### src/include/cpu_consts.svh
`ifndef CPU_CONSTS_SVH
`define CPU_CONSTS_SVH

// Data and address width.
`define XLEN 32

// First fetch address after reset.
`define RESET_VECTOR 32'h0000_0000

`define REG_COUNT 32

// Major opcodes of the supported subset.
`define OPC_LUI    7'b0110111
`define OPC_JAL    7'b1101111
`define OPC_BRANCH 7'b1100011
`define OPC_LOAD   7'b0000011
`define OPC_STORE  7'b0100011
`define OPC_OPIMM  7'b0010011
`define OPC_OP     7'b0110011

`endif

### src/design/cpu_pkg.sv
`include "cpu_consts.svh"

package cpu_pkg;

  typedef logic [`XLEN-1:0] word_t;

  // One bit per byte lane.
  typedef logic [3:0] strb_t;

  typedef logic [4:0] reg_idx_t;

  typedef enum logic [3:0] {
    alu_add,
    alu_sub,
    alu_slt,
    alu_xor,
    alu_or,
    alu_and,
    alu_sll,
    alu_srl,
    alu_sra,
    alu_pass_b
  } alu_op_t;

  // What the control FSM does with a decoded instruction.
  typedef enum logic [2:0] {
    cls_alu,
    cls_lui,
    cls_jal,
    cls_beq,
    cls_bne,
    cls_load,
    cls_store,
    cls_nop
  } instr_class_t;

endpackage

### src/design/decoder.sv
`timescale 1ns/1ps
`include "cpu_consts.svh"

module decoder (
  input  cpu_pkg::word_t        instr,
  output cpu_pkg::instr_class_t cls,
  output cpu_pkg::reg_idx_t     rd,
  output cpu_pkg::reg_idx_t     rs1,
  output cpu_pkg::reg_idx_t     rs2,
  output cpu_pkg::word_t        imm,
  output cpu_pkg::alu_op_t      alu_op,
  output logic                  use_imm
);
  import cpu_pkg::*;

  logic [6:0] opcode;
  logic [2:0] funct3;
  logic [6:0] funct7;
  word_t      imm_i;
  word_t      imm_s;
  word_t      imm_b;
  word_t      imm_u;
  word_t      imm_j;

  assign opcode = instr[6:0];
  assign funct3 = instr[14:12];
  assign funct7 = instr[31:25];

  assign rd  = instr[11:7];
  assign rs1 = instr[19:15];
  assign rs2 = instr[24:20];

  assign imm_i = {{20{instr[31]}}, instr[31:20]};
  assign imm_s = {{20{instr[31]}}, instr[31:25], instr[11:7]};
  assign imm_b = {{19{instr[31]}}, instr[31], instr[7], instr[30:25], instr[11:8], 1'b0};
  assign imm_u = {instr[31:12], 12'b0};
  assign imm_j = {{11{instr[31]}}, instr[31], instr[19:12], instr[20], instr[30:21], 1'b0};

  always_comb begin
    cls     = cls_nop;
    alu_op  = alu_add;
    use_imm = 1'b0;
    imm     = imm_i;
    case (opcode)
      `OPC_LUI: begin
        cls     = cls_lui;
        alu_op  = alu_pass_b;
        use_imm = 1'b1;
        imm     = imm_u;
      end
      `OPC_JAL: begin
        cls = cls_jal;
        imm = imm_j;
      end
      `OPC_BRANCH: begin
        imm = imm_b;
        if (funct3 == 3'b000) cls = cls_beq;
        else if (funct3 == 3'b001) cls = cls_bne;
      end
      `OPC_LOAD: begin
        use_imm = 1'b1;
        if (funct3 == 3'b010) cls = cls_load;
      end
      `OPC_STORE: begin
        use_imm = 1'b1;
        imm     = imm_s;
        if (funct3 == 3'b010) cls = cls_store;
      end
      `OPC_OPIMM, `OPC_OP: begin
        use_imm = (opcode == `OPC_OPIMM);
        cls     = cls_alu;
        case (funct3)
          3'b000: alu_op = (!use_imm && funct7 == 7'b0100000) ? alu_sub : alu_add;
          3'b010: alu_op = alu_slt;
          3'b100: alu_op = alu_xor;
          3'b110: alu_op = alu_or;
          3'b111: alu_op = alu_and;
          3'b001: alu_op = alu_sll;
          3'b101: alu_op = (funct7 == 7'b0100000) ? alu_sra : alu_srl;
          default: cls = cls_nop;
        endcase
        // Shifts and register forms only accept the two defined funct7 values.
        if ((!use_imm || funct3 == 3'b001 || funct3 == 3'b101) &&
            funct7 != 7'b0000000 && funct7 != 7'b0100000) begin
          cls = cls_nop;
        end
      end
      default: cls = cls_nop;
    endcase
  end

endmodule

### src/design/alu.sv
`timescale 1ns/1ps

module alu (
  input  cpu_pkg::alu_op_t op,
  input  cpu_pkg::word_t   a,
  input  cpu_pkg::word_t   b,
  output cpu_pkg::word_t   y
);
  import cpu_pkg::*;

  logic [4:0] shamt;

  // Only the low five bits of the operand take part in a shift.
  assign shamt = b[4:0];

  always_comb begin
    case (op)
      alu_add:    y = a + b;
      alu_sub:    y = a - b;
      alu_slt:    y = ($signed(a) < $signed(b)) ? word_t'(1) : word_t'(0);
      alu_xor:    y = a ^ b;
      alu_or:     y = a | b;
      alu_and:    y = a & b;
      alu_sll:    y = a << shamt;
      alu_srl:    y = a >> shamt;
      alu_sra:    y = word_t'($signed(a) >>> shamt);
      alu_pass_b: y = b;
      default:    y = a + b;
    endcase
  end

endmodule

### src/design/register.sv
`timescale 1ns/1ps
`include "cpu_consts.svh"

module register (
  input  logic              clk,
  input  logic              reset,
  input  cpu_pkg::reg_idx_t raddr1,
  input  cpu_pkg::reg_idx_t raddr2,
  output cpu_pkg::word_t    rdata1,
  output cpu_pkg::word_t    rdata2,
  input  logic              we,
  input  cpu_pkg::reg_idx_t waddr,
  input  cpu_pkg::word_t    wdata
);
  import cpu_pkg::*;

  word_t regs [`REG_COUNT];

  always_ff @(posedge clk) begin
    if (reset) begin
      for (int i = 0; i < `REG_COUNT; i++) begin
        regs[i] <= '0;
      end
    end else if (we && waddr != '0) begin
      regs[waddr] <= wdata;
    end
  end

  // x0 is hardwired.
  assign rdata1 = (raddr1 == '0) ? '0 : regs[raddr1];
  assign rdata2 = (raddr2 == '0) ? '0 : regs[raddr2];

endmodule

### src/design/cpu.sv
`timescale 1ns/1ps
`include "cpu_consts.svh"

module cpu (
  input  logic             clk,
  input  logic             reset,
  output logic             imemory_valid,
  output logic             imemory_instr,
  output cpu_pkg::word_t   imemory_addr,
  output cpu_pkg::word_t   imemory_wdata,
  output cpu_pkg::strb_t   imemory_wstrb,
  input  cpu_pkg::word_t   imemory_rdata,
  input  logic             imemory_ready,
  output logic             dmemory_valid,
  output logic             dmemory_instr,
  output cpu_pkg::word_t   dmemory_addr,
  output cpu_pkg::word_t   dmemory_wdata,
  output cpu_pkg::strb_t   dmemory_wstrb,
  input  cpu_pkg::word_t   dmemory_rdata,
  input  logic             dmemory_ready
);
  import cpu_pkg::*;

  typedef enum logic [1:0] {
    st_fetch,
    st_execute,
    st_memory,
    st_writeback
  } state_t;

  state_t       state;
  word_t        pc;
  word_t        ir;
  word_t        pc_plus4;
  word_t        next_pc;
  instr_class_t cls;
  reg_idx_t     rd;
  reg_idx_t     rs1;
  reg_idx_t     rs2;
  word_t        imm;
  alu_op_t      alu_op;
  logic         use_imm;
  word_t        rs1_data;
  word_t        rs2_data;
  word_t        alu_b;
  word_t        alu_y;
  logic         branch_taken;
  logic         is_mem;
  logic         fetch_done;
  logic         rf_we;
  word_t        rf_wdata;

  decoder decoder_comp (
    .instr   (ir),
    .cls     (cls),
    .rd      (rd),
    .rs1     (rs1),
    .rs2     (rs2),
    .imm     (imm),
    .alu_op  (alu_op),
    .use_imm (use_imm)
  );

  register register_comp (
    .clk    (clk),
    .reset  (reset),
    .raddr1 (rs1),
    .raddr2 (rs2),
    .rdata1 (rs1_data),
    .rdata2 (rs2_data),
    .we     (rf_we),
    .waddr  (rd),
    .wdata  (rf_wdata)
  );

  assign alu_b = use_imm ? imm : rs2_data;

  alu alu_comp (
    .op (alu_op),
    .a  (rs1_data),
    .b  (alu_b),
    .y  (alu_y)
  );

  assign pc_plus4     = pc + word_t'(4);
  assign branch_taken = (cls == cls_beq && rs1_data == rs2_data) ||
                        (cls == cls_bne && rs1_data != rs2_data);
  assign next_pc      = (cls == cls_jal || branch_taken) ? pc + imm : pc_plus4;
  assign is_mem       = (cls == cls_load) || (cls == cls_store);
  assign fetch_done   = (state == st_fetch) && imemory_valid && imemory_ready;

  // Register results at the end of execute, load data on the data ready edge.
  always_comb begin
    rf_we    = 1'b0;
    rf_wdata = alu_y;
    if (state == st_execute) begin
      case (cls)
        cls_alu, cls_lui: rf_we = 1'b1;
        cls_jal: begin
          rf_we    = 1'b1;
          rf_wdata = pc_plus4;
        end
        default: rf_we = 1'b0;
      endcase
    end else if (state == st_memory && dmemory_valid && dmemory_ready && cls == cls_load) begin
      rf_we    = 1'b1;
      rf_wdata = dmemory_rdata;
    end
  end

  always_ff @(posedge clk) begin
    if (reset) begin
      state         <= st_fetch;
      pc            <= `RESET_VECTOR;
      imemory_valid <= 1'b0;
      dmemory_valid <= 1'b0;
    end else begin
      case (state)
        st_fetch: begin
          if (!imemory_valid) begin
            imemory_valid <= 1'b1;
          end else if (imemory_ready) begin
            imemory_valid <= 1'b0;
            state         <= st_execute;
          end
        end
        st_execute: begin
          pc <= next_pc;
          if (is_mem) begin
            dmemory_valid <= 1'b1;
            state         <= st_memory;
          end else begin
            state <= st_writeback;
          end
        end
        st_memory: begin
          if (dmemory_ready) begin
            dmemory_valid <= 1'b0;
            state         <= st_writeback;
          end
        end
        default: begin
          imemory_valid <= 1'b1;
          state         <= st_fetch;
        end
      endcase
    end
  end

  // Instruction and data request payload.
  always_ff @(posedge clk) begin
    if (fetch_done) begin
      ir <= imemory_rdata;
    end
    if (state == st_execute && is_mem) begin
      dmemory_addr  <= alu_y;
      dmemory_wdata <= rs2_data;
      dmemory_wstrb <= (cls == cls_store) ? '1 : '0;
    end
  end

  assign imemory_addr  = pc;
  assign imemory_wdata = '0;
  assign imemory_wstrb = '0;
  assign imemory_instr = 1'b1;
  assign dmemory_instr = 1'b0;

endmodule

### config.mk
export PLATFORM = sky130hd
export DESIGN_NAME = cpu
export DESIGN_NICKNAME = d
export VERILOG_FILES = /design/src/design/cpu_pkg.sv /design/src/design/decoder.sv /design/src/design/alu.sv /design/src/design/register.sv /design/src/design/cpu.sv
export VERILOG_INCLUDE_DIRS = /design/src /design/src/include
export SDC_FILE = /design/constraint.sdc
export NUM_CORES = 2
export LEC_CHECK = 0
export ABC_AREA = 1
export BUFFER_PORTS_ARGS = -buffer_cell sky130_fd_sc_hd__buf_2
export CORE_ASPECT_RATIO = 1.1
export CORE_UTILIZATION = 45
export CTS_BUF_LIST = sky130_fd_sc_hd__clkbuf_4 sky130_fd_sc_hd__clkbuf_8
export CTS_CLUSTER_SIZE = 12
export DETAILED_ROUTE_END_ITERATION = 12
export PLACE_DENSITY = 0.61
export REMOVE_ABC_BUFFERS = 1
export SYNTH_ARGS = -nofsm -noshare
export SYNTH_HDL_FRONTEND = slang
export SYNTH_HIERARCHICAL = 1
export SYNTH_SLANG_ARGS = --single-unit
### constraint.sdc
create_clock -name clk -period 12.5 [get_ports clk]
set_input_delay 0.625 -clock clk [delete_from_list [all_inputs] [get_ports clk]]
set_output_delay 0.625 -clock clk [all_outputs]
set_load 0.02 [all_outputs]
==> Word level (Yosys, flattened, before mapping) <==
Memory sizes are Yosys's and may differ from the RTL's. A register that Yosys moved wholly into a read port is not among the register bits.
Cells that the tools add are included.
{ "word_totals": {"reg_bits": 136, "mem_count": 1, "word_cells": 139, "ram_bits": 1024, "output_inout_bits": 140, "inputBits": 68} }
{ "op_classes": {"reduce_logical": 34, "n_addsub": 4, "n_eq_ne": 38, "shifts": 3, "n_lt_le_gt_ge": 1, "n_mux": 47, "bitwise_logic": 3} }
{ "mem_list": {"columns": ["memory", "depth", "word_bits", "rd", "rd_clocked_by_memory_dff", "write_ports", "line", "source"], "rows": [
  ["register_comp.regs", 32, 32, 2, 2, 32, "register.sv:17", "word_t regs [`REG_COUNT];"]
]} }
{ "op_table": {"columns": ["operator", "n"], "rows": [
  ["32-bit case mux with 9 select lines", 1],
  ["32-bit two-way mux", 8],
  ["31-bit case mux with 4 select lines", 1],
  ["32-bit adder", 2],
  ["32-bit by 3-bit adder with 32-bit output, second input constant", 1],
  ["32-bit bitwise AND", 1],
  ["32-bit == test", 1],
  ["32-bit < comparator", 1],
  ["32-bit inequality test", 1],
  ["32-bit bitwise OR", 1],
  ["32-bit OR reduction", 1],
  ["32-bit by 5-bit left shift with 32-bit output", 1],
  ["32-bit by 5-bit right shift with 32-bit output", 1],
  ["32-bit by 5-bit >>> shifter with 32-bit output", 1],
  ["32-bit subtractor", 1],
  ["32-bit XOR", 1],
  ["7-bit by 6-bit == test with 1-bit output, second input constant", 4],
  ["4-bit case mux with 7 select lines", 1],
  ["3-bit == test, second input constant", 7],
  ["3-bit case mux with 6 select lines", 1],
  ["1-bit two-way mux", 17],
  ["4-bit by 3-bit == test with 1-bit output, second input constant", 4],
  ["5-bit two-way mux", 3],
  ["7-bit == test, second input constant", 2],
  ["other kinds (30)", 67]
]} }

==> Longest topological paths before layout <==
{ "depth": {"word_depth": 18, "depth_mapped": 37, "mapped_depth_nobuf": 31} }

==> Hierarchy <==
The synthesis kept the hierarchy.
{ "by_module_without_submodules": {"columns": ["module", "instances", "cells_each", "area_per_inst_um2", "seq_area_each_um2"], "rows": [
  ["register", 1, 7252, 56518.0, 30749.5],
  ["alu", 1, 2122, 10565.1, 0.0],
  ["cpu", 1, 1365, 9867.0, 3633.5],
  ["decoder", 1, 185, 885.8, 0.0]
]} }

==> Worst setup path after synthesis <==
Ideal clock, no wire load.
{ "synth_path": {"kind": "register to register", "startpoint": "register ir[20]", "endpoint": "memory register_comp/regs[10][0] in the netlist's numbering, data pin", "n_path_buf": 9, "path_stages_with_launch": 36, "arrival_time_ns": 4.563, "setup_ns": 0.266, "required_ns": 12.234, "period_less_slack_ns": 4.829, "path_slack_ns": 7.671, "cell_sequence": "edfxtp_1 -> buf_4 -> inv_2 -> buf_6 -> buf_6 -> buf_2 -> buf_2 -> nand2_1 -> o211ai_1 -> nand3_1 -> nand3_1 -> nand2_1 -> nand2_1 -> nor2_1 -> mux2_2 -> inv_2 -> buf_2 -> buf_1 -> ha_1 -> buf_4 -> inv_1 -> or2_1 -> nand2_1 -> o21ai_1 -> nand2_1 -> nand2_1 -> nand2_1 -> nand2_1 -> nand2_1 -> nand3b_1 -> nand3_1 -> o21ai_0 -> o22ai_1 -> inv_1 -> clkbuf_1 -> nor2_1"} }
{ "synth_lines": {"columns": ["item", "line", "source"], "rows": [
  ["from (decl)", "cpu.sv:33", "word_t ir;"],
  ["from (signal assigned)", "cpu.sv:153", "ir <= imemory_rdata;"],
  ["to (decl)", "register.sv:17", null]
]} }

==> results.py <==
metrics = {
    "placed_design": {
        "gp_congestion": 1.08,
        "numPortBuffers": 169,
        "place_ws_ps": 4210,
        "dp_hpwl_um": 236000,
    },
    "clock_tree": {
        "clk_latency_ps": 1020,
        "h-tree-depth": 4,
        "cts_made_buffers": 202,
        "cts_resized": 0,
        "cts.sink_count": 1157,
        "cts_buffer_depth": 3,
        "cts_setup_buffers": 0,
        "postCtsHoldBufs": 33,
        "root_buffer": "clkbuf_8",
        "cts_tree": "done",
        "clk_pin_slew_worst_paths_ps": 60,
    },
    "sta": {
        "relSlewSlack": 0.159,
        "worst_pin_slew_ps": 1260,
        "hold_viol": 0,
        "finalSetupViolations": 0,
        "fin_ws_ps": 3590,
        "max_freq_mhz": 112,
        "tns_ps": 0,
        "timing.final.crit_share": 0.713,
        "rsz0062_at_grt": "false",
        "layout_min_cycle_time_ps": 8910,
        "drv_slew": 0,
        "skew_ps": 75.8,
    },
    "layout": {
        "final_cell_mix": "3225 x nand2_1, 2138 x nor2_1, 1414 x nand3_1, 1121 x edfxtp_1, 583 x inv_1",
        "syn2layout_area_growth_pct": 8.04,
        "final_common_cell": "nand2_1",
        "drive_above_1_share": 0.0814,
        "final_util": 0.491,
        "final_nets": 11000,
    },
    "worst_setup_path": {
        "path_buf_inv": 8,
        "start_kind": "register",
        "cp_slowest_cell": "o32ai_1",
        "reg2reg_from": "ir[22]",
        "cp-startpoint": "ir[22]",
        "cp_top_family": "buffers and inverters",
        "path_class": "register to register",
        "slowest_delay_ps": 950,
        "cp_max_fo": 65,
        "cp_data_required_time_ps": 13310,
        "endpoint_kind": "register",
        "crit_arrival_ps": 9720,
    },
    "floorplanning": {
        "dieArea_um2": 175000,
        "initial_core_util": 0.454,
        "die_h_um": 438,
        "fp.dieW_um": 399,
        "ioPinCount": 208,
        "num_rows": 159,
        "core_area_um2": 171000,
    },
    "global_routing": {
        "grt-ovfl-total": 0,
        "use_met1": 0.504,
        "grt_max_degree": 159,
        "grt_pass1_wl_um": 520000,
        "use_met2": 0.628,
        "globalRoute.busiestLayer": "met2",
        "grt_pass1_vias": 74900,
        "grt_antenna_before_repair": 10,
        "grt_util_met3": 0.106,
        "grt_usage": 0.411,
    },
    "status": {
        "status": "finished clean",
    },
    "route": {
        "ant_nets": 0,
        "vias": 80400,
        "routed_wl_um": 370000,
        "wl_per_cell_um": 28.0,
        "firstDrtPassIters": 9,
        "drc": 0,
        "drtIter0Drc": 11100,
        "vias_per_cell": 6.09,
    },
    "yosys": {
        "synthAdderAreaFrac": 0.0222,
        "yosysUniqueCellTypes": 66,
        "ys_ff_latch": 1157,
        "synth-main-ff-cell": "edfxtp_1",
        "ys_warn_count": 6,
        "yosysSeqAreaShare": 0.442,
        "synthArstFlopShare": 0,
        "synth_edf_count": 1121,
        "synth_top_family_by_area": "simple AND/OR/NAND/NOR gates",
        "syn_area_per_cell_um2": 7.13,
        "syn-cell-area_um2": 77800,
        "yosys-mux-area-fraction": 0.00288,
        "synth_xor_area_frac": 0.00730,
        "synth_simple_gate_area_frac": 0.374,
        "syn_inst": 10900,
        "synth-compound-area-share": 0.0715,
    },
    "power": {
        "pwr-share-comb": 0.528,
        "clkPwrFrac": 0.206,
        "vdd_drop_max_uv": 211,
        "internal_power_w": 0.00816,
        "power_leakage_nw": 37.2,
        "power_density_nw_per_um2": 206,
        "switchingPower_w": 0.00916,
        "netSwitchingFraction": 0.529,
        "seqPwrFrac": 0.266,
    },
    "flow_run": {
        "drv_cap": 0,
    },
    "min_path": {
        "hp-start": "imemory_ready",
        "hp-class": "primary input to register",
    },
}
[layer usage]
metal / wire length, µm / vias to the layer above
met3: 46400 / 1318
met4: 30500 / 6
met1: 132000 / 38000
met5: 44 / -
li1: - / 35300
met2: 161000 / 5743
[power groups by stage]
| stage | registers, W | logic, W | clock network [W] |
|---|---|---|---|
| finish | 0.00461 | 0.00914 | 0.00356 |
| global route | 0.00463 | 0.00953 | 0.00373 |
| CTS | 0.00461 | 0.00877 | 0.00359 |
| detailed placement | 0.00469 | 0.00873 | 0 |
| global placement | 0.00468 | 0.00872 | 0 |
| floorplan | 0.00484 | 0.00477 | 0 |
[sequential cells by signal, summed over array words and instances, names as in the netlist]
signal	cells
state	2
ir	32
dmemory_wdata	32
register_comp/regs	1024
dmemory_addr	32
dmemory_valid	1
imemory_valid	1
imemory_addr	32
dmemory_wstrb	1
[path summary, 6_finish.rpt]
kind	end	slack, ps	cells past startpoint
worst min-delay path	ir[14]	100	3
worst min register to register	dmemory_valid	510	2
worst max register to register	register_comp/regs[26][29]	3590	28
worst max-delay path	register_comp/regs[26][29]	3590	28
[worst min-delay path: stages]
cell and delay (ps):
buf_2 90, inv_1 70, nor3_2 110
[cell type report]
type,count,area (µm²)
Sequential cell,1157,34400
Multi-Input combinational cell,8386,37600
Clock inverter,90,632
Inverter,627,2400
Timing Repair Buffer,415,2990
Clock buffer,271,3300
Tap cell,2254,2820
Fill cell,17100,87200
Antenna cell,4,10.0
[cell families after synthesis]
kind of cell / Yosys count
fa+ha+maj: 136
xor+xnor: 64
simple gates: 7054
other cells: 3
buf+inv: 1448
mux: 20
compound gates: 1042
flops: 1157
[through the flow]
stage	hold slack, ps	area [µm²]	cells	total power [W]
after floorplan	490	74200	10200	0.00961
after global placement	487	79800	12800	0.0134
after detailed placement	504	79800	12800	0.0134
after CTS	13.9	84100	13200	0.0170
after global routing	81.4	84100	13200	0.0179
final	102	84100	13200	0.0173
[synthesized netlist by cell type, types with 38 or more instances]
cell	n	area share
clkbuf_1	343	0.017
o21ai_1	82	0.0053
o21ai_0	505	0.032
nor2_1	2145	0.10
a21oi_1	304	0.020
nor3_1	43	0.0028
edfxtp_1	1121	0.43
nand3_1	1414	0.091
nand4_1	64	0.0051
o211ai_1	45	0.0043
buf_2	308	0.020
xor2_1	38	0.0043
ha_1	133	0.021
nand2_1	3251	0.16
buf_1	70	0.0034
inv_1	588	0.028
buf_4	83	0.0080
Note: power is estimated with default switching activity, not from simulation.
